### config.mk
export PLATFORM = sky130hd
export DESIGN_NAME = configTable
export DESIGN_NICKNAME = d
export VERILOG_FILES = /design/src/design/camCfgPkg.sv /design/src/design/configTable.sv
export SDC_FILE = /design/constraint.sdc
export NUM_CORES = 1
export LEC_CHECK = 0
export BUFFER_PORTS_ARGS = -buffer_cell sky130_fd_sc_hd__buf_2
export CORE_UTILIZATION = 53
export DETAILED_ROUTE_END_ITERATION = 10
export PLACE_DENSITY = 0.83
export SYNTH_ARGS = -nofsm -noshare
export SYNTH_HDL_FRONTEND = slang
export SYNTH_SLANG_ARGS = --single-unit
### constraint.sdc
create_clock -name CLK_400K -period 2.09 [get_ports CLK_400K]
set_input_delay 0.418 -clock CLK_400K [delete_from_list [all_inputs] [get_ports CLK_400K]]
set_output_delay 0.418 -clock CLK_400K [all_outputs]
set_load 0.05 [all_outputs]
### src/design/camCfgPkg.sv
package camCfgPkg;

   // sensor on the bus
   localparam logic [7:0]  SensorAddr     = 8'h6C;   // write address, read sets bit 0
   localparam logic [15:0] ChipIdReg      = 16'h300B;
   localparam logic [7:0]  ChipIdExpected = 8'h88;

   // sequencing, in CLK_400K cycles
   localparam int SettleCycles = 6;   // wait after reset
   localparam int GapCycles    = 3;   // idle between bus operations
   localparam int TableLength  = 24;

   // one quarter of an scl period, a bit is four quarters
   localparam int QuarterCycles = 1;

   typedef logic [4:0] tableIndex_t;

   typedef enum logic [1:0] {
      opWritePointer,   // addr + 16-bit register
      opWriteWord,      // addr + register + data byte
      opReadByte        // addr with read bit + one data byte
   } i2cOp_t;

   typedef enum logic {
      entryWrite,
      entryDelay
   } entryKind_t;

   typedef enum logic [3:0] {
      stSettle,
      stIdPointer,
      stGap,
      stIdRead,
      stCheck,
      stTableFetch,
      stTableWrite,
      stDelay,
      stReleased
   } seqState_t;

   typedef struct packed {
      i2cOp_t      op;
      logic [7:0]  slaveAddr;
      logic [15:0] regAddr;
      logic [7:0]  data;
   } i2cCmd_t;

   // data carries the hold-off count for a delay entry
   typedef struct packed {
      entryKind_t  kind;
      logic [7:0]  slaveAddr;
      logic [15:0] regAddr;
      logic [7:0]  data;
   } configEntry_t;

endpackage

### src/design/configTable.sv
`timescale 1ns/1ps

module configTable (
   input  logic                    CLK_400K,
   input  camCfgPkg::tableIndex_t  index,
   output camCfgPkg::configEntry_t entry
);
   import camCfgPkg::*;

   function automatic configEntry_t writeEntry(input logic [15:0] addr, input logic [7:0] value);
      return '{kind: entryWrite, slaveAddr: SensorAddr, regAddr: addr, data: value};
   endfunction

   function automatic configEntry_t delayEntry(input logic [7:0] cycles);
      return '{kind: entryDelay, slaveAddr: 8'h00, regAddr: 16'h0000, data: cycles};
   endfunction

   always_ff @(posedge CLK_400K) begin
      case (index)
         5'd0:    entry <= writeEntry(16'h0103, 8'h01);   // software reset
         5'd1:    entry <= writeEntry(16'h0103, 8'h01);
         5'd2:    entry <= delayEntry(8'd10);
         5'd3:    entry <= writeEntry(16'h0100, 8'h00);   // software standby
         5'd4:    entry <= writeEntry(16'h0100, 8'h00);
         5'd5:    entry <= writeEntry(16'h3638, 8'hFF);   // analog control
         5'd6:    entry <= writeEntry(16'h0302, 8'd24);   // pll1 multiplier
         5'd7:    entry <= writeEntry(16'h0303, 8'h00);   // pll1 divm
         5'd8:    entry <= delayEntry(8'd10);
         5'd9:    entry <= writeEntry(16'h0304, 8'h03);   // pll1 mipi div
         5'd10:   entry <= writeEntry(16'h030E, 8'h00);   // pll2 r divs
         5'd11:   entry <= writeEntry(16'h030F, 8'h04);
         5'd12:   entry <= writeEntry(16'h0312, 8'h01);   // pll2 pre div
         5'd13:   entry <= writeEntry(16'h031E, 8'h0C);
         5'd14:   entry <= writeEntry(16'h3015, 8'h01);   // clock div
         5'd15:   entry <= writeEntry(16'h3018, 8'h72);   // mipi 4 lane
         5'd16:   entry <= writeEntry(16'h3020, 8'h93);   // pclk/1
         5'd17:   entry <= writeEntry(16'h3808, 8'h02);   // x size 640
         5'd18:   entry <= writeEntry(16'h3809, 8'h80);
         5'd19:   entry <= writeEntry(16'h380A, 8'h01);   // y size 480
         5'd20:   entry <= writeEntry(16'h380B, 8'hE0);
         5'd21:   entry <= writeEntry(16'h380C, 8'h12);   // hts
         5'd22:   entry <= writeEntry(16'h380D, 8'h00);
         5'd23:   entry <= writeEntry(16'h0100, 8'h01);   // wake up, streaming
         default: entry <= delayEntry(8'd0);
      endcase
   end

endmodule

; ---- Word level (Yosys, flattened, before mapping)
; Memories as Yosys holds them, arrays and structs flattened. A register that Yosys moved wholly into a read port is not among the register bits.
; Cells that the tools add are included.
[word_totals]
romBits = 800
word_cells = 3
ff_bits = 24
memories = 1
out_inout_bits = 33
input_bits = 6
[memory_table]
columns = memory, depth, word_bits, read_ports, rd_ports_with_merged_regs, write_ports, line
row1 = (no name shown), 32, 25, 1, 1, 0, configTable.sv:19  ; case (index)

; ---- Longest topological paths before layout
[depth]
depth_word = 0
ltp_mapped = 5

; ---- Worst setup path after synthesis
; Ideal clock, no wire load.
[synth_path]
path_kind = input port to flip-flop
startpoint = input port index[0]
endpoint = register entry[16] (netlist name)
required_ns = 2.017
stages = 5
setup_time_ns = 0.073
path_buffers = 0
setup_slack_ns = 0.728
t_arrival_ns = 1.289
path_cell_list = inv_1 -> ha_1 -> and2b_1 -> a211o_1 -> o211ai_2
[synth_lines]
columns = item, line
row1 = from (decl), configTable.sv:5  ; input camCfgPkg::tableIndex_t index,

==> impl_results.md <==
- Status: finished, final reports clean
- Max reg flops: 20
- Ant diodes: 0
- Number of max-cap violations: 0
- VDD IR max: 0.462 mV
- RSZ-0062 raised after global routing: false
- GRT Util Overall: 0.203
- GR met3 Demand/Resource: 0.0280
- Initial Util: 0.580
- Via-per-instance ratio: about 5.3
- Cell taking the most area after synthesis: dfxtp_1
- Largest regs: entry x20
- Vias in the first global route: 824
- Prevailing post-synth register cell: dfxtp_1
- Asr flop ratio synth: 0
- Sum of negative setup slack: 0 ps
- Post-synth EDFFs: 0
- Post-synthesis sequential element count: 20
- Most frequent cells in the layout: buf_2 (30), dfxtp_1 (20), nand2_1 (12)
- CP startpoint: index[1]
- Pleak: roughly 0.63 nW
- Layout Nets: around 170
- GR Util met2: 0.345
- CTS buffer count: 3
- Top cells by area, synth: dfxtp_1 (34%), ha_1 (9.6%), buf_4 (9.0%)
- Critical path's slowest cell: mux2_2
- Largest net degree at the start of global routing: 31
- Die width: between 40 and 50 µm
- Die Ht: between 40 and 50 µm
- Routed Antenna Nets: 0
- Slowest stage delay, CP: 320 ps
- Initial antenna violation count: 0
- Tot Pwr: between 0.0009 and 0.001 W
- Drt first pass iters: 4
- CP Data Required Time: 2260 ps
- Max Slew Vio Count: 0
- Root Buffer: clkbuf_4
- Unique masters post-synth: 39
- Hpwl dp: around 1600 µm
- Fillcell total: ~190
- Row count: 16
- Final setup viols: 0
- Sink Count: 20
- I/O pins: 39
- Via Count: between 900 and 1,000
- Critical Path End Type: flop
- Ys Warns: 0
- DR WL/cell: between 10 and 15 µm
- First-pass GRT wire length: 3770 µm
- Seq/Total Area, Yosys: 0.341
- Period utilization: 0.677
- Core Box Area: a little over 0.002 mm²
- Post-synthesis cell count: 130
- Crit path DAT: around 1600 ps
- Share of cells above drive strength 1: 0.265
- Most flops, register: entry
- Setup CP Type: input port to flop
- Most common cell after layout, fill and taps aside: buf_2
- Tmin final: about 1400 ps
- Area delta synth->final: 7.57%
- Post-cts sizing count: 0
- Initial drt markers: 13
- Post-CTS Setup Bufs: 0
- Syn avg cell area: approximately 9 µm²
- CP endpoint: entry[4]$_DFF_P_
- CTS tree: built
- Hold Buf Count CTS: 0
- Hold_sp: index[3]
- Critical path fanouts, max: 10
- I/O Buffers: 30
- Top Usage Layer GRT: met2
- Die ar.: 0.00241 mm²
- Met1 Use GR: 0.258
- Min-Delay Path Class: input port to flop
- PD cells: approximately 750 mW/mm²
- Clk pin slew, worst setup/hold paths: between 100 and 150 ps
- Longest Clk Path Bufs: 2
- Drt drc: 0
- CP cell instances: buf_2 > inv_1 > ha_1 > mux2_2 > a22oi_2 > o22ai_1
- Final Hold Fails: 0
- Placer Congestion: roughly 0.86
- Gr ovfl total: 0
- Share of the synthesized area in the top cell type: 0.341
- Synth Cell Area: between 0.001 and 0.0015 mm²
- CTS H-Tree Depth: 1
- Worst setup SP type: input port
- FMAX: roughly 700 MHz
- Routed WL: about 2200 µm
-- cell type report --
class                   count  area [µm²]  share of cell area
multi-input cells          92         623               0.494
flip-flops and latches     20         400               0.317
repair buffers             30         150               0.119
clock buffers               4        36.3              0.0287
well taps                  27        33.8              0.0268
inverters                   5        18.8              0.0149
-- worst min path at each step --
| stage | endpoint | slack [ps] | cells after the start |
|---|---|---|---|
| 6_report | entry[18]$_SDFF_PP0_ | 520 | 2 |
| 5_1_grt | entry[13]$_DFF_P_ | 560 | 3 |
| 4_1_cts | entry[18]$_SDFF_PP0_ | 510 | 2 |
| 3_5_place_dp | entry[18]$_SDFF_PP0_ | 820 | 2 |
| 3_3_place_gp | entry[18]$_SDFF_PP0_ | 810 | 2 |
| 2_1_floorplan | entry[1]$_DFF_P_ | 640 | 2 |
-- per-layer routing --
metal,vias to the layer above,wire length [µm],part of all wire
li1,468,-,-
met1,435,958,0.43
met2,30,1130,0.50
met3,7,113,0.050
met4,0,40,0.018
met5,-,0,0
-- cell usage after synthesis, types with 3 or more instances --
library cell	count
dfxtp_1	20
buf_4	14
nand2_1	12
ha_1	9
a21oi_1	7
nor2_1	7
inv_1	5
nor2b_1	5
nand2b_1	4
buf_2	3
mux2i_1	3
nor3_1	3
o21ai_0	3
-- metrics by stage --
stage / hold slack, ps / worst slack (ps) / util / instance area [µm²] / instances
final: 518 / 675 / 0.624 / 1260 / 178
after global placement: 813 / 448 / 0.606 / 1230 / 174
after global routing: 558 / 580 / 0.624 / 1260 / 178
after CTS: 511 / 683 / 0.624 / 1260 / 178
after floorplan: 638 / 728 / - / 1200 / 137
after detailed placement: 820 / 372 / 0.606 / 1230 / 174
-- cells by family after synthesis --
family | count (synthesis) | synth area share
AOI/OAI and AO/OA | 31 | 0.195
adders and majority gates | 9 | 0.0960
buffers and inverters | 25 | 0.150
DFF | 20 | 0.341
muxes | 5 | 0.0448
other | 1 | 0.00320
and+or+nand+nor | 39 | 0.170
-- report_power, final --
part | total [W] | internal [W] | leakage (nW) | switching [W]
registers | 0.000415 | 0.000408 | 0.166 | 0.00000635
clock network | 0.000219 | 0.000106 | 0.0210 | 0.000112
logic | 0.000311 | 0.0000722 | 0.441 | 0.000239
-- critical path, delay by kind of cell --
| family | cells | cell delay, ps |
|---|---|---|
| buffers and inverters | 2 | 320 |
| multiplexers | 1 | 320 |
| adder cells (fa/ha/maj) | 1 | 300 |
| AO/OA/AOI/OAI | 2 | 220 |
Note: power is estimated with default switching activity, not from simulation.
