`config.mk`:
```
export PLATFORM = sky130hd
export DESIGN_NAME = configSequencer
export DESIGN_NICKNAME = d
export VERILOG_FILES = /design/src/design/camCfgPkg.sv /design/src/design/configSequencer.sv
export SDC_FILE = /design/constraint.sdc
export NUM_CORES = 1
export LEC_CHECK = 0
export BUFFER_PORTS_ARGS = -buffer_cell sky130_fd_sc_hd__buf_2
export CELL_PAD_IN_SITES_DETAIL_PLACEMENT = 1
export CELL_PAD_IN_SITES_GLOBAL_PLACEMENT = 1
export CORE_ASPECT_RATIO = 0.9
export CORE_MARGIN = 2
export CORE_UTILIZATION = 38
export CTS_CLUSTER_DIAMETER = 60
export DETAILED_ROUTE_END_ITERATION = 12
export PLACE_DENSITY_LB_ADDON = 0.2
export SLEW_MARGIN = 30
export SYNTH_ARGS = -nofsm -noshare
export SYNTH_HDL_FRONTEND = slang
export SYNTH_SLANG_ARGS = --single-unit
```
`constraint.sdc`:
```
create_clock -name CLK_400K -period 2.8 [get_ports CLK_400K]
set_input_delay 0.42 -clock CLK_400K [delete_from_list [all_inputs] [get_ports CLK_400K]]
set_output_delay 0.42 -clock CLK_400K [all_outputs]
set_load 0.01 [all_outputs]
```
`src/design/camCfgPkg.sv`:
```
package camCfgPkg;

   // sensor on the bus
   localparam logic [7:0]  SensorAddr     = 8'h6C;   // write address, read sets bit 0
   localparam logic [15:0] ChipIdReg      = 16'h300B;
   localparam logic [7:0]  ChipIdExpected = 8'h88;

   // sequencing, in CLK_400K cycles
   localparam int SettleCycles = 6;   // wait after reset
   localparam int GapCycles    = 3;   // idle between bus operations
   localparam int TableLength  = 24;

   // one quarter of an scl period, a bit is four quarters
   localparam int QuarterCycles = 1;

   typedef logic [4:0] tableIndex_t;

   typedef enum logic [1:0] {
      opWritePointer,   // addr + 16-bit register
      opWriteWord,      // addr + register + data byte
      opReadByte        // addr with read bit + one data byte
   } i2cOp_t;

   typedef enum logic {
      entryWrite,
      entryDelay
   } entryKind_t;

   typedef enum logic [3:0] {
      stSettle,
      stIdPointer,
      stGap,
      stIdRead,
      stCheck,
      stTableFetch,
      stTableWrite,
      stDelay,
      stReleased
   } seqState_t;

   typedef struct packed {
      i2cOp_t      op;
      logic [7:0]  slaveAddr;
      logic [15:0] regAddr;
      logic [7:0]  data;
   } i2cCmd_t;

   // data carries the hold-off count for a delay entry
   typedef struct packed {
      entryKind_t  kind;
      logic [7:0]  slaveAddr;
      logic [15:0] regAddr;
      logic [7:0]  data;
   } configEntry_t;

endpackage

```
`src/design/configSequencer.sv`:
```
`timescale 1ns/1ps

module configSequencer (
   input  logic                    CLK_400K,
   input  logic                    RESET_N,
   output camCfgPkg::tableIndex_t  index,
   input  camCfgPkg::configEntry_t entry,
   output camCfgPkg::i2cCmd_t      cmd,
   output logic                    go,
   input  logic                    done,
   input  logic [7:0]              rdData,
   output logic [7:0]              chipId,
   output logic                    cameraRelease
);
   import camCfgPkg::*;

   seqState_t  state;
   seqState_t  afterGap;    // state entered when the gap runs out
   logic [7:0] waitCnt;     // settle, gap and delay counter
   logic       lastEntry;

   assign lastEntry = (index == tableIndex_t'(TableLength - 1));

   function automatic i2cCmd_t idCmd(input i2cOp_t op);
      return '{op: op, slaveAddr: SensorAddr, regAddr: ChipIdReg, data: 8'h00};
   endfunction

   always_ff @(posedge CLK_400K) begin
      if (!RESET_N) begin
         state         <= stSettle;
         afterGap      <= stSettle;
         waitCnt       <= '0;
         index         <= '0;
         cmd           <= idCmd(opWritePointer);
         go            <= 1'b0;
         chipId        <= '0;
         cameraRelease <= 1'b0;
      end else begin
         go <= 1'b0;   // strobe
         case (state)
            stSettle: begin
               if (waitCnt == 8'(SettleCycles - 1)) begin
                  cmd   <= idCmd(opWritePointer);
                  go    <= 1'b1;
                  state <= stIdPointer;
               end else begin
                  waitCnt <= waitCnt + 8'd1;
               end
            end
            stIdPointer: begin
               if (done) begin
                  waitCnt  <= '0;
                  afterGap <= stIdRead;
                  state    <= stGap;
               end
            end
            stGap: begin
               if (waitCnt == 8'(GapCycles - 1)) begin
                  state <= afterGap;
                  if (afterGap == stIdRead) begin
                     cmd <= idCmd(opReadByte);
                     go  <= 1'b1;
                  end
                  if (afterGap == stReleased)
                     cameraRelease <= 1'b1;   // held until reset
               end else begin
                  waitCnt <= waitCnt + 8'd1;
               end
            end
            stIdRead: begin
               if (done) begin
                  chipId   <= rdData;   // valid in the done cycle
                  waitCnt  <= '0;
                  afterGap <= stCheck;
                  state    <= stGap;
               end
            end
            stCheck: begin
               if (chipId == ChipIdExpected) begin
                  state <= stTableFetch;
               end else begin
                  cmd   <= idCmd(opWritePointer);   // wrong id, try again
                  go    <= 1'b1;
                  state <= stIdPointer;
               end
            end
            stTableFetch: begin
               waitCnt <= '0;
               if (entry.kind == entryDelay) begin
                  state <= stDelay;
               end else begin
                  cmd <= '{op:        opWriteWord,
                           slaveAddr: entry.slaveAddr,
                           regAddr:   entry.regAddr,
                           data:      entry.data};
                  go    <= 1'b1;
                  state <= stTableWrite;
               end
            end
            stTableWrite: begin
               if (done) begin
                  waitCnt <= '0;
                  state   <= stGap;
                  if (lastEntry) begin
                     afterGap <= stReleased;
                  end else begin
                     index    <= index + 5'd1;
                     afterGap <= stTableFetch;
                  end
               end
            end
            stDelay: begin
               if (waitCnt == entry.data) begin
                  waitCnt <= '0;
                  state   <= stGap;
                  if (lastEntry) begin
                     afterGap <= stReleased;
                  end else begin
                     index    <= index + 5'd1;
                     afterGap <= stTableFetch;
                  end
               end else begin
                  waitCnt <= waitCnt + 8'd1;
               end
            end
            stReleased: state <= stReleased;
            default:    state <= stSettle;
         endcase
      end
   end

endmodule

```
**Word-level counts from Yosys, hierarchy flattened**

Cells that the tools add are included.

- Register bits after elaboration: 65
- Bits of input ports: 44
- Output and inout port bits: 49
- Word-level logic and storage cells: 87

- Add/subtract/negate cells: 2
- Equality and inequality tests: 27
- Mux-type cells: 34
- Reduce and logical (&&, ||, !) cells: 13

Operators by type and width:

| kind | count |
|---|---|
| $mux W34 | 5 |
| $pmux W34 S4 | 1 |
| $pmux W8 S5 | 1 |
| $mux W4 | 9 |
| $mux W8 | 4 |
| $pmux W4 S7 | 1 |
| $ne A2 B2 Y1 const B | 11 |
| $eq A4 B3 Y1 const B | 4 |
| $pmux W4 S4 | 1 |
| $mux W5 | 3 |
| $eq A4 B2 Y1 const B | 3 |
| $pmux W5 S2 | 1 |
| $add A8 B1 Y8 const B | 1 |
| $eq A4 B4 Y1 const B | 2 |
| $eq A8 B2 Y1 const B | 1 |
| $eq A8 B3 Y1 const B | 1 |
| $eq A8 B8 Y1 | 1 |
| $eq A8 B8 Y1 const B | 1 |
| $reduce_and A4 Y1 | 2 |
| $reduce_bool A4 Y1 | 2 |
| $mux W1 | 6 |
| $reduce_and A3 Y1 | 2 |
| $reduce_and A6 Y1 | 1 |
| $add A5 B1 Y5 const B | 1 |
| other kinds (11) | 11 |

**Longest topological paths before layout**

- Depth in word-level cells: 4
- Gate-level depth with buffers: 8
- Mapped depth without buffers: 7

**Worst setup path after synthesis**

No wires, ideal clock.

- Path kind: register to register
- Start: register waitCnt[4]
- End: register cmd[32] (netlist bit)
- Library setup time: 0.072 ns
- Data arrival time: 2.042 ns
- Required time: 2.728 ns
- Setup slack: 0.686 ns
- Stages on the path, launching flop included: 8
- Buffers on the path: 2
- Clock period less this slack: 2.114 ns
- Cell sequence: dfxtp_1 buf_6 or4_4 nor4_4 nand4b_1 a21oi_4 buf_8 mux2i_1

- Cells in the longest elaborated chain, start to end: 3
- Elaborated cells between the ends (all ways): 5
- Classes of those cells: 4 x eq/ne; 1 x reduce/logical

Ends and longest elaborated chain:

| element | RTL line | source |
|---|---|---|
| start, declared | configSequencer.sv:19 | `logic [7:0] waitCnt;` |
| start signal, assigned | configSequencer.sv:47 | `waitCnt <= waitCnt + 8'd1;` |
| start signal, assigned | configSequencer.sv:67 | `waitCnt <= waitCnt + 8'd1;` |
| start signal, assigned | configSequencer.sv:123 | `waitCnt <= waitCnt + 8'd1;` |
| $eq A8 B2 Y1 or $eq A8 B3 Y1 (tied branches) | configSequencer.sv:58, configSequencer.sv:42 |  |
| $ne A2 B2 Y1 (no line) | - |  |
| $reduce_and A6 Y1 (no line) * | - |  |
| end signal, assigned | configSequencer.sv:61 | `cmd <= idCmd(opReadByte);` |
| end signal, assigned | configSequencer.sv:82 | `cmd <= idCmd(opWritePointer);` |
| end signal, assigned | configSequencer.sv:92 | `cmd <= '{op: opWriteWord,` |
| end, declared | configSequencer.sv:8 | `output camCfgPkg::i2cCmd_t cmd,` |

Mark *: on every way between the ends. The rest lies on a longest branch, timed or not.
A chain may end at the register's enable or synchronous reset.

**Final worst setup path**

- Start: register waitCnt[5]
- End: register cmd[8] (netlist bit)

Same word-level chain as after synthesis.

==> impl_results.md <==
- Syn Std Cell Area: ~3200 sq um
- Number of port buffers: between 90 and 100
- RSZ-0062 raised after global routing: false
- Diode count: 0
- Avg WL per Cell: 17.0 um
- Setup TNS: 0 ns
- Reg2Reg Setup Slack: approximately 0.49 ns
- Clk buf depth: 2
- Drt initial violations: ~130
- Compound-Gate Fraction of Synth Area: 13.8%
- Number of CTS-inserted buffers: 9
- Post-synthesis mux area share: ~14%
- Post-CTS Setup Inserts: 0
- R2R cell count: 6
- Hold_buf cts: 0
- Max incr delay on CP: around 0.53 ns
- Launch point of the worst reg-to-reg path: waitCnt[5]
- Commonest non-fill, non-tap cell in the layout: buf_2
- Clk pin slew, worst setup/hold paths: approximately 0.07 ns
- Post-synth EDFFs: 0
- Initial Util: roughly 40%
- Worst-path maximum fanout: 34
- Number of remaining DRC errors: 0
- Cell variety after synth: 54
- Tightest Pin Transition: 0.652 ns
- Die ar.: between 9000 and 10,000 sq um
- Clock root buffer: clkbuf_8
- YS warnings: 0
- Die width: roughly 100 um
- Status: complete, no violations
- Cell count after synthesis: 368
- Clock Latency Late Sink: 0.34 ns
- Slew Limit Fails: 0
- Critical Path, Cell by Cell: or4_4 > o31ai_1 > o2111ai_1 > a21oi_4 > buf_12 > mux2i_1
- Power density cells: between 500 and 600 nW/um^2
- DP HPWL: 6780 um
- Nets@finish: 503
- First-pass detailed-route iteration total: 4
- Post-Route WL: between 9000 and 10,000 um
- Rel. slew slack: about 56%
- Clock sinks: 65
- CTS tree: yes
- Die height: 91.4 um
- Synth Area in Adders: under 10%
- Setup CP Type: reg -> reg
- CP required: 3.07 ns
- Main synth FF type: dfxtp_1
- Vias per inst: roughly 5.5
- Place WS: 0.400 ns
- Synth-to-Final Area Change: 23.3%
- CP endpoint: cmd[8]
- Vias: between 3,000 and 4,000
- FFs w/ async S/R, synth: 0%
- Largest net degree at the start of global routing: 35
- Post_cts resized: 0
- Setup Viol. Count Final: 0
- Worst setup SP type: flip-flop
- First-pass GRT wire length: roughly 16,000 um
- Worst setup margin: about 0.49 ns
- Reg-to-reg critical path endpoint: cmd[8]
- Register area share after synthesis: 40.3%
- Synth area leader: dfxtp_1
- Hold Crit Class: in -> reg
- Ratio of cells with drive above 1 in the final layout: between 20% and 30%
- CP arrival: ~2.6 ns
- Register bit total from synthesis: 65
- Final Hold Violating Endpoints: 0
- Synth top area share: ~40%
- Most frequent cells in the layout: buf_2, nand2_1, dfxtp_1
- # rows: 31
- Largest family of logic cells by synthesized area: simple AND/OR/NAND/NOR gates
- Synthesized net count: between 400 and 500
- Mean Syn Cell Area: 8.77 sq um
- # H-tree levels: 3
- Placer Congestion: 0.867
- XOR/XNOR Fraction of Synth Area: 2.17%
- Critical Path End Type: flip-flop
- Core region area: 8150 sq um
- Max VDD drop: 0.334 mV
- Antenna Nets Post-Route: 0
- Cells taking the most area after synthesis: dfxtp_1, mux2i_1, nand2_1, nor2_1, xor2_1
- Vias in the first global route: 3,096
- Lkg Pwr: between 1.5 and 2 nW
- Worst Setup SP: waitCnt[5]
- Max_cap viols: 0
- Total GRT Usage: between 20% and 30%
- Min Clock Period, post-route: 2.31 ns
- Clock Skew: between 0.007 and 0.008 ns
- Post-Synth Simple-Gate Area: about 23%
- Initial antenna violation count: 0
- Post-route clock period utilization: between 80% and 90%
- GRT overflow: 0
- Fmax achieved: 0.432 GHz
- Slowest CP cell: or4_4
- IO Pins: 93
synth_stat cells (2+ instances only):
library cell / n
o22ai_1: 2
o2111ai_1: 3
nand3_1: 5
mux2i_1: 44
clkbuf_1: 17
buf_8: 3
inv_1: 7
buf_1: 2
or2_2: 3
xor2_1: 8
o221ai_1: 5
nor2_1: 37
nor4_1: 5
or4_1: 4
o21a_1: 2
o221a_2: 2
and3_1: 2
a21oi_1: 9
nand4b_1: 4
nand2_1: 68
nor2b_1: 3
o31ai_1: 5
dfxtp_1: 65
nor3_1: 6
ha_1: 4
o211ai_1: 6
or3_1: 2
nand2b_1: 6
buf_2: 4
o21ai_0: 8
a31oi_1: 4
worst max-delay path, delay by kind of cell, from the launching register on:
family          cells  cell delay, ns
compound gates      3            0.81
simple gates        1            0.53
flops               1            0.36
buf+inv             1            0.27
mux                 1            0.24
cells by family (layout without fill, tap and decap cells):
| kind of cell | after synthesis | after routing |
|---|---|---|
| xor+xnor | 8 | 8 |
| compound gates | 59 | 59 |
| flops | 65 | 65 |
| fa+ha+maj | 4 | 4 |
| simple gates | 154 | 154 |
| buf+inv | 34 | 125 |
| mux | 44 | 44 |
through the flow:
stage          cells  cell area (sq um)  utilization (%)  hold WS [ns]  power, W
6_report         558               3980             48.8         0.306   0.00230
5_1_grt          558               3980             48.8         0.307   0.00242
4_1_cts          558               3970             48.8         0.298   0.00233
3_5_place_dp     543               3760             46.2         0.451   0.00144
3_3_place_gp     543               3760             46.2         0.440   0.00144
2_1_floorplan    368               3230                -         0.467   0.00133
power breakdown:
group	total, W	switching, W	leakage [nW]	internal (W)
clock	0.000874	0.000354	0.106	0.000520
combinational	0.000414	0.000229	1.03	0.000185
sequential	0.00101	0.0000547	0.525	0.000959
how the worst min path moves through the flow:
stage / start / slack, ns / cells past startpoint / end
5_1_grt: rdData[3] / 0.31 / 3 / chipId[3]
4_1_cts: rdData[6] / 0.30 / 3 / chipId[6]
6_report: rdData[2] / 0.31 / 3 / chipId[2]
3_3_place_gp: cmd[3] / 0.44 / 2 / cmd[3]
3_5_place_dp: cmd[4] / 0.45 / 2 / cmd[4]
2_1_floorplan: afterGap[3] / 0.47 / 2 / afterGap[3]
registers in the layout, summed over array words and instances, names as in the netlist:
signal	count
index	5
cameraRelease	1
afterGap	4
go	1
state	4
chipId	8
cmd	34
waitCnt	8
cell type report:
cell class | count | area (sq um)
fillers | 998 | 4170
multi-input cells | 269 | 1760
flip-flops and latches | 65 | 1300
repair buffers | 103 | 556
clock buffers | 12 | 145
well taps | 99 | 124
clock inverters | 3 | 65.1
inverters | 7 | 26.3
per-layer routing:
layer  track usage [%]  share of wire, %
met1              28.0                46
met3              4.23               4.7
met5                 0                 0
met4              6.42              0.90
met2              35.0                48
No activity file was read; power rests on OpenSTA's default activity.
