`src/design/camCfgPkg.sv`:
```
package camCfgPkg;

   // sensor on the bus
   localparam logic [7:0]  SensorAddr     = 8'h6C;   // write address, read sets bit 0
   localparam logic [15:0] ChipIdReg      = 16'h300B;
   localparam logic [7:0]  ChipIdExpected = 8'h88;

   // sequencing, in CLK_400K cycles
   localparam int SettleCycles = 6;   // wait after reset
   localparam int GapCycles    = 3;   // idle between bus operations
   localparam int TableLength  = 24;

   // one quarter of an scl period, a bit is four quarters
   localparam int QuarterCycles = 1;

   typedef logic [4:0] tableIndex_t;

   typedef enum logic [1:0] {
      opWritePointer,   // addr + 16-bit register
      opWriteWord,      // addr + register + data byte
      opReadByte        // addr with read bit + one data byte
   } i2cOp_t;

   typedef enum logic {
      entryWrite,
      entryDelay
   } entryKind_t;

   typedef enum logic [3:0] {
      stSettle,
      stIdPointer,
      stGap,
      stIdRead,
      stCheck,
      stTableFetch,
      stTableWrite,
      stDelay,
      stReleased
   } seqState_t;

   typedef struct packed {
      i2cOp_t      op;
      logic [7:0]  slaveAddr;
      logic [15:0] regAddr;
      logic [7:0]  data;
   } i2cCmd_t;

   // data carries the hold-off count for a delay entry
   typedef struct packed {
      entryKind_t  kind;
      logic [7:0]  slaveAddr;
      logic [15:0] regAddr;
      logic [7:0]  data;
   } configEntry_t;

endpackage

```
`src/design/i2cMaster.sv`:
```
`timescale 1ns/1ps

module i2cMaster (
   input  logic               CLK_400K,
   input  logic               RESET_N,
   input  camCfgPkg::i2cCmd_t cmd,
   input  logic               go,
   output logic               done,
   output logic [7:0]         rdData,
   output logic               sclLow,
   output logic               sdaLow,
   input  logic               sdaIn
);
   import camCfgPkg::*;

   typedef enum logic [2:0] {
      phIdle,
      phStart,
      phBits,
      phAck,
      phStop
   } phase_t;

   phase_t     phase;
   logic [3:0] preCnt;       // clocks within a quarter
   logic [1:0] quarter;      // quarter of the scl period
   logic [2:0] bitCnt;
   logic [1:0] byteCnt;
   logic [1:0] lastByte;
   logic       quarterEnd;
   logic       slotEnd;      // last clock of a start, bit, ack or stop slot
   logic       driveData;
   i2cCmd_t    cmdReg;
   logic [7:0] txShift;
   logic [7:0] rxShift;

   function automatic logic [7:0] txByte(input i2cCmd_t c, input logic [1:0] idx);
      case (idx)
         2'd0:    return {c.slaveAddr[7:1], c.op == opReadByte};   // r/w bit
         2'd1:    return c.regAddr[15:8];
         2'd2:    return c.regAddr[7:0];
         default: return c.data;
      endcase
   endfunction

   assign quarterEnd = (preCnt == 4'(QuarterCycles - 1));
   assign slotEnd    = quarterEnd && (quarter == 2'd3);
   assign driveData  = !((cmdReg.op == opReadByte) && (byteCnt == 2'd1));
   assign done       = (phase == phStop) && slotEnd;
   assign rdData     = rxShift;

   always_comb begin
      case (cmdReg.op)
         opWritePointer: lastByte = 2'd2;
         opWriteWord:    lastByte = 2'd3;
         default:        lastByte = 2'd1;
      endcase
   end

   // scl low in quarters 0 and 3 of a bit, sda only moves there
   always_comb begin
      sclLow = 1'b0;
      sdaLow = 1'b0;
      case (phase)
         phStart: begin
            sdaLow = 1'b1;         // sda falls with scl high
            sclLow = quarter[1];
         end
         phBits: begin
            sclLow = (quarter == 2'd0) || (quarter == 2'd3);
            sdaLow = driveData && !txShift[7];
         end
         phAck: begin
            sclLow = (quarter == 2'd0) || (quarter == 2'd3);   // sda left free, nack on reads
         end
         phStop: begin
            sclLow = (quarter == 2'd0);
            sdaLow = !quarter[1];  // sda rises with scl high
         end
         default: ;
      endcase
   end

   always_ff @(posedge CLK_400K) begin
      if (!RESET_N) begin
         phase   <= phIdle;
         preCnt  <= '0;
         quarter <= '0;
         bitCnt  <= '0;
         byteCnt <= '0;
      end else if (phase == phIdle) begin
         if (go) begin
            phase   <= phStart;
            preCnt  <= '0;
            quarter <= '0;
         end
      end else if (quarterEnd) begin
         preCnt  <= '0;
         quarter <= quarter + 2'd1;
         if (quarter == 2'd3) begin
            case (phase)
               phStart: begin
                  phase   <= phBits;
                  bitCnt  <= '0;
                  byteCnt <= '0;
               end
               phBits: begin
                  bitCnt <= bitCnt + 3'd1;
                  if (bitCnt == 3'd7)
                     phase <= phAck;
               end
               phAck: begin
                  if (byteCnt == lastByte) begin
                     phase <= phStop;
                  end else begin
                     phase   <= phBits;
                     byteCnt <= byteCnt + 2'd1;
                  end
               end
               default: phase <= phIdle;   // end of stop
            endcase
         end
      end else begin
         preCnt <= preCnt + 4'd1;
      end
   end

   always_ff @(posedge CLK_400K) begin
      if ((phase == phIdle) && go)
         cmdReg <= cmd;
      if ((phase == phBits) && quarterEnd && (quarter == 2'd1))
         rxShift <= {rxShift[6:0], sdaIn};   // scl high midpoint
      if (slotEnd) begin
         if (phase == phStart)
            txShift <= txByte(cmdReg, 2'd0);
         else if (phase == phAck)
            txShift <= txByte(cmdReg, byteCnt + 2'd1);
         else if (phase == phBits)
            txShift <= {txShift[6:0], 1'b0};
      end
   end

endmodule

```
`config.mk`:
```
export PLATFORM = sky130hd
export DESIGN_NAME = i2cMaster
export DESIGN_NICKNAME = d
export VERILOG_FILES = /design/src/design/camCfgPkg.sv /design/src/design/i2cMaster.sv
export SDC_FILE = /design/constraint.sdc
export NUM_CORES = 1
export LEC_CHECK = 0
export BUFFER_PORTS_ARGS = -buffer_cell sky130_fd_sc_hd__buf_2
export CAP_MARGIN = 25
export CORE_UTILIZATION = 47
export CTS_CLUSTER_DIAMETER = 120
export DETAILED_ROUTE_END_ITERATION = 10
export PLACE_DENSITY = 0.69
export SYNTH_ARGS = -nofsm -noshare
export SYNTH_HDL_FRONTEND = slang
export SYNTH_SLANG_ARGS = --single-unit
```
`constraint.sdc`:
```
create_clock -name CLK_400K -period 2.2 [get_ports CLK_400K]
set_input_delay 0.33 -clock CLK_400K [delete_from_list [all_inputs] [get_ports CLK_400K]]
set_output_delay 0.33 -clock CLK_400K [all_outputs]
set_load 0.01 [all_outputs]
```
# Word-level counts from Yosys, hierarchy flattened
# Cells that the tools add are included.
totals:
  romBits: 0
  latchBits: 0
  regBits: 64
  word_cells: 82
  n_memories: 0
  inputBits: 38
  out_inout_bits: 11
  ramBits: 0
classes:
  addsub: 4
  reduce_logical: 27
  n_shift: 0
  order_cmp: 0
  n_bitwise: 1
  n_eq_ne: 16
  div_mod_pow: 0
  multipliers: 0
  n_mux: 23
ops:
  columns: ["operator", "count"]
  rows:
  - ["8-bit two-way mux", 3]
  - ["8-bit one-hot mux with 3 select lines", 1]
  - ["3-bit two-way mux", 6]
  - ["4-bit two-way mux", 3]
  - ["3-bit one-hot mux with 3 select lines", 1]
  - ["2-bit by 1-bit equality test with 1-bit output (second input constant)", 4]
  - ["2-bit two-way mux", 4]
  - ["2-bit one-hot mux with 2 select lines", 2]
  - ["4-bit AND reduction", 2]
  - ["2-bit nonzero test", 4]
  - ["1-bit logical AND", 7]
  - ["2-bit equality test (second input constant)", 3]
  - ["3-bit by 2-bit equality test with 1-bit output (second input constant)", 2]
  - ["3-bit equality test (second input constant)", 2]
  - ["2-bit logical NOT", 3]
  - ["1-bit one-hot mux with 3 select lines", 2]
  - ["3-bit one-hot mux with 2 select lines", 1]
  - ["5-bit AND reduction", 1]
  - ["2-bit by 1-bit adder with 2-bit output (second input constant)", 2]
  - ["4-bit by 1-bit adder with 4-bit output (second input constant)", 1]
  - ["4-bit logical NOT", 1]
  - ["2-bit inequality test (second input constant)", 2]
  - ["2-bit AND reduction", 2]
  - ["3-bit by 1-bit adder with 3-bit output (second input constant)", 1]
  - ["other kinds (9)", 11]

# Logic depth before layout (Yosys ltp)
depth:
  word_depth: 8
  depth_mapped: 6
  depth_no_buf: 6

# Worst setup path after synthesis
# No wires, ideal clock.
synth_path:
  kind: "register -> register"
  from: "register phase[0]"
  to: "register cmdReg[0] (netlist name) (enable)"
  required_ns: 1.807
  setup_ns: 0.393
  arrival_ns: 1.571
  path_buffers: 0
  path_stages_with_launch: 3
  slack_ns: 0.235
  synth_period_minus_slack_ns: 1.965
  path_cell_list: "dfxtp_1 -> nor3_1 -> and2_1"
synth_between:
  elab_chain_cells: 2
synth_lines:
  columns: ["item", "line", "text"]
  rows:
  - ["start, declared", "i2cMaster.sv:24", "phase_t phase;"]
  - ["start signal, assigned", "i2cMaster.sv:86", "phase <= phIdle;"]
  - ["start signal, assigned", "i2cMaster.sv:93", "phase <= phStart;"]
  - ["start signal, assigned", "i2cMaster.sv:103", "phase <= phBits;"]
  - ["3-bit logical NOT", "i2cMaster.sv:129", "if ((phase == phIdle) && go)"]
  - ["1-bit logical AND", "i2cMaster.sv:129", null]
  - ["end signal, assigned", "i2cMaster.sv:130", "cmdReg <= cmd;"]
  - ["end, declared", "i2cMaster.sv:33", "i2cCmd_t cmdReg;"]
# No other way between the ends.
# A chain may end at the register's enable or synchronous reset.

# Worst setup path in the final report
layout_path:
  from: "register byteCnt[0]"
  to: "output sdaLow"
layout_between:
  elab_chain_cells: 5
layout_lines:
  columns: ["item", "line", "text"]
  rows:
  - ["start, declared", "i2cMaster.sv:28", "logic [1:0] byteCnt;"]
  - ["start signal, assigned", "i2cMaster.sv:117", "byteCnt <= byteCnt + 2'd1;"]
  - ["2-bit by 1-bit equality test with 1-bit output", "i2cMaster.sv:48", "assign driveData = !((cmdReg.op == opReadByte) && (byteCnt == 2'd1));"]
  - ["1-bit logical AND", "i2cMaster.sv:48", null]
  - ["1-bit logical NOT", "i2cMaster.sv:48", null]
  - ["1-bit logical AND", "i2cMaster.sv:71", "sdaLow = driveData && !txShift[7];"]
  - ["1-bit one-hot mux with 3 select lines", "i2cMaster.sv:64", "case (phase)"]
  - ["end, declared", "i2cMaster.sv:11", "output logic sdaLow,"]
# No other way between the ends.

==> results.md <==
* Synth Instances at 223
* RSZ-0062 raised after global routing: no
* Power density normalized to cell area at 749 nW/um2
* Vias per std cell at 5.59
* Maximum fanout encountered on the critical timing path at 9
* Antenna violations before repair at 0
* Filler Cell Count at 499
* Mux cell area share after synthesis at 0.00717
* Final setup violation count at 0
* Critical Path Sink Type: primary output
* Final Hold Slack at 0.161 ns
* Hold-fix buffer count after cts at 0
* Signal arrival time at the worst endpoint at 1.68 ns
* Post-CTS clock slew at the launch and capture registers of the worst setup and hold paths at 0.07 ns
* Clock net sink count at 63
* Setup slack at placement at 0.259 ns
* Number of distinct standard cells referenced by the synthesized netlist at 41
* Floorplan die width at 79.1 um
* Routability congestion estimate from global placement at 0.769
* Syn nets at 272
* Pin count of the biggest net entering global routing at 34
* Critical Path Source Type: register
* Share of async-settable or async-resettable flops after synthesis at 0
* Total internal power at 1.93 mW
* Synth warnings at 0
* Non-filler cells in the finished layout at 351
* Leakage power figure at 1.23 nW
* Layout Skew at 0.00570 ns
* Core ar. at 5610 um2
* Required time at the endpoint of the critical path at 1.87 ns
* Leading register cell type out of synthesis: edfxtp_1
* Fin crit period at 2.01 ns
* Combinational cell fraction of total power at 0.060
* Post-layout nets at 323
* Gr ovfl total at 0
* Number of design rule violations left after detail routing at 0
* First-pass GRT wire length at 8.60 mm
* TritonCTS clock tree: built
* Fin crit share at 0.915
* Ratio of cells with drive above 1 in the final layout at 0.262
* IO Port Bufs at 47
* Seq pwr share at 0.550
* Starting DRC count in detailed routing at 125
* Synthesized flop and latch total at 63
* Compound-Gate Fraction of Synth Area at 0.147
* Worst min path class: primary input to register
* Buffers from clock root to sink, at most at 2
* Clock network latency to the later pin of the worst-skew pair at 0.34 ns
* Die outline height at 79.1 um
* Number of cell rows at 27
* Top-level I/O count at 49
* Number of max-slew violations in the final report at 0
* Number of CTS-inserted buffers at 9
* Placed cell count at 335
* Total die area at 6260 um2
* Area Overhead vs Synth at 18.9%
* # Post-CTS Setup Buffers at 0
* Adder-cell share of the synthesized area at 0.0493
* Slew at the pin with the worst max-slew slack at 0.602 ns
* Count of TritonRoute iterations in the first routing pass at 4
* Post-synthesis xor/xnor area fraction at 0
* Initial Utilization at 0.498
* Highest achievable clock rate at 497 MHz
* Netlist area before placement at 2790 um2
* Setup TNS at 0 ns
* Outcome: complete, no violations
* # H-tree levels at 3
* Number of global-route vias before repair at 1,850
* Clock network fraction of design power at 0.391
* Global Route Usage Sum at 0.184
* Crit path kind: register to primary output
* Vias after detailed routing at 1,962
* Area share of and/or/nand/nor cells after synthesis at 0.137
* Combinational family with the most area after synthesis: compound AO/OA/AOI/OAI gates
* Maximum capacitance violations at 0
* Sw Ratio at 0.223
* Inserted Diodes at 0
* Total count of hold-check failures in the final report at 0
* Register area share after synthesis at 0.627
* DP HPWL at 3.59 mm
* Post-layout worst setup margin at 0.186 ns
* Number of synthesized flops with an enable pin at 49
* Detail Route Antenna Nets at 0
* Routed wire length at 5.23 mm
* Tot Pwr at 2.49 mW
* Sw Pwr at 0.554 mW
* Normalized max-slew margin at 0.597
* Peak supply drop at 0.376 mV
* Average detailed-routed wire length per instance at 14.9 um
* CTS Root Buffer Type: clkbuf_8
* Avg Inst Size Synth at 12.5 um2
power by group through the flow:
stage,logic [mW],clock network [mW],registers [mW]
after floorplan,0.0966,0,1.38
after global placement,0.147,0,1.39
after detailed placement,0.150,0,1.39
after CTS,0.151,0.999,1.37
after global routing,0.167,1.06,1.37
final,0.148,0.972,1.37
synth_stat cells (4+ instances only):
cell / count / share of area
clkbuf_1: 7 / 0.0094
ha_1: 11 / 0.049
o21ai_0: 13 / 0.023
a21oi_1: 7 / 0.013
nor3b_1: 8 / 0.021
nor2b_1: 4 / 0.0090
a221o_1: 8 / 0.029
nand2b_1: 5 / 0.011
buf_2: 5 / 0.0090
nand3b_1: 4 / 0.011
inv_1: 10 / 0.013
a222oi_1: 7 / 0.025
nand2_1: 17 / 0.023
edfxtp_1: 49 / 0.53
nand3_1: 7 / 0.013
dfxtp_1: 14 / 0.10
nor2_1: 10 / 0.013
cells by family (layout without fill, tap and decap cells):
kind of cell / Yosys count / count (layout)
AND/OR/NAND/NOR: 69 / 69
flip-flops: 63 / 63
AO/OA/AOI/OAI: 55 / 55
buffers and inverters: 23 / 79
adder cells (fa/ha/maj): 11 / 11
multiplexers: 2 / 2
worst paths after layout:
| path | slack [ns] | to | depth (start not counted) | from |
|---|---|---|---|---|
| min reg2reg | 0.46 | rdData[5] | 0 | rdData[4] |
| max | 0.19 | sdaLow | 5 | byteCnt[0] |
| min | 0.16 | cmdReg[23] | 1 | cmd[23] |
| max reg2reg | 0.21 | txShift[6] | 5 | byteCnt[0] |
area by class of cell:
class	count	area, um2	area share
tap	72	90.1	0.0271
clock buffer	9	124	0.0373
multi-input combinational	137	952	0.287
clock inverter	7	73.8	0.0222
timing repair buffer	53	293	0.0881
sequential	63	1750	0.527
inverter	10	37.5	0.0113
layout by cell type, fill, tap and decap left out, types with 9 or more instances in the layout:
master    synthesis  layout
buf_2             5      47
clkbuf_8          0       9
dfxtp_1          14      13
edfxtp_1         49      49
ha_1             11      10
inv_1            10      10
nand2_1          17      17
nor2_1           10      10
o21ai_0          13      13
registers in the layout, indices dropped and copies added (netlist names):
register,cells
byteCnt,2
phase,3
bitCnt,3
rdData,8
quarter,2
preCnt,4
txShift,8
cmdReg,33
metrics by stage:
step | util | instance area [um2]
floorplan | - | 2790
global placement | 0.557 | 3120
detailed placement | 0.557 | 3120
CTS | 0.592 | 3320
global route | 0.593 | 3320
finish | 0.593 | 3320
critical path, cell delays in order, from the launching register on:
cell and delay (ns):
dfxtp_1 0.39, ha_2 0.30, a311oi_1 0.28, a21oi_1 0.07, o21ai_0 0.16, buf_2 0.15
timing repair:
action / CTS / global route
endpoints found under the hold margin: 0 / 0
gates resized for setup: 0 / 2
endpoints found under the setup margin: 0 / 2
metal layers:
layer,part of all wire,global-route usage,vias to the layer above
met3,0.056,0.0471,8
met1,0.46,0.253,926
met4,0.013,0.0891,0
li1,-,-,965
met5,0,0,-
met2,0.48,0.272,63
No activity file was read; power rests on OpenSTA's default activity.
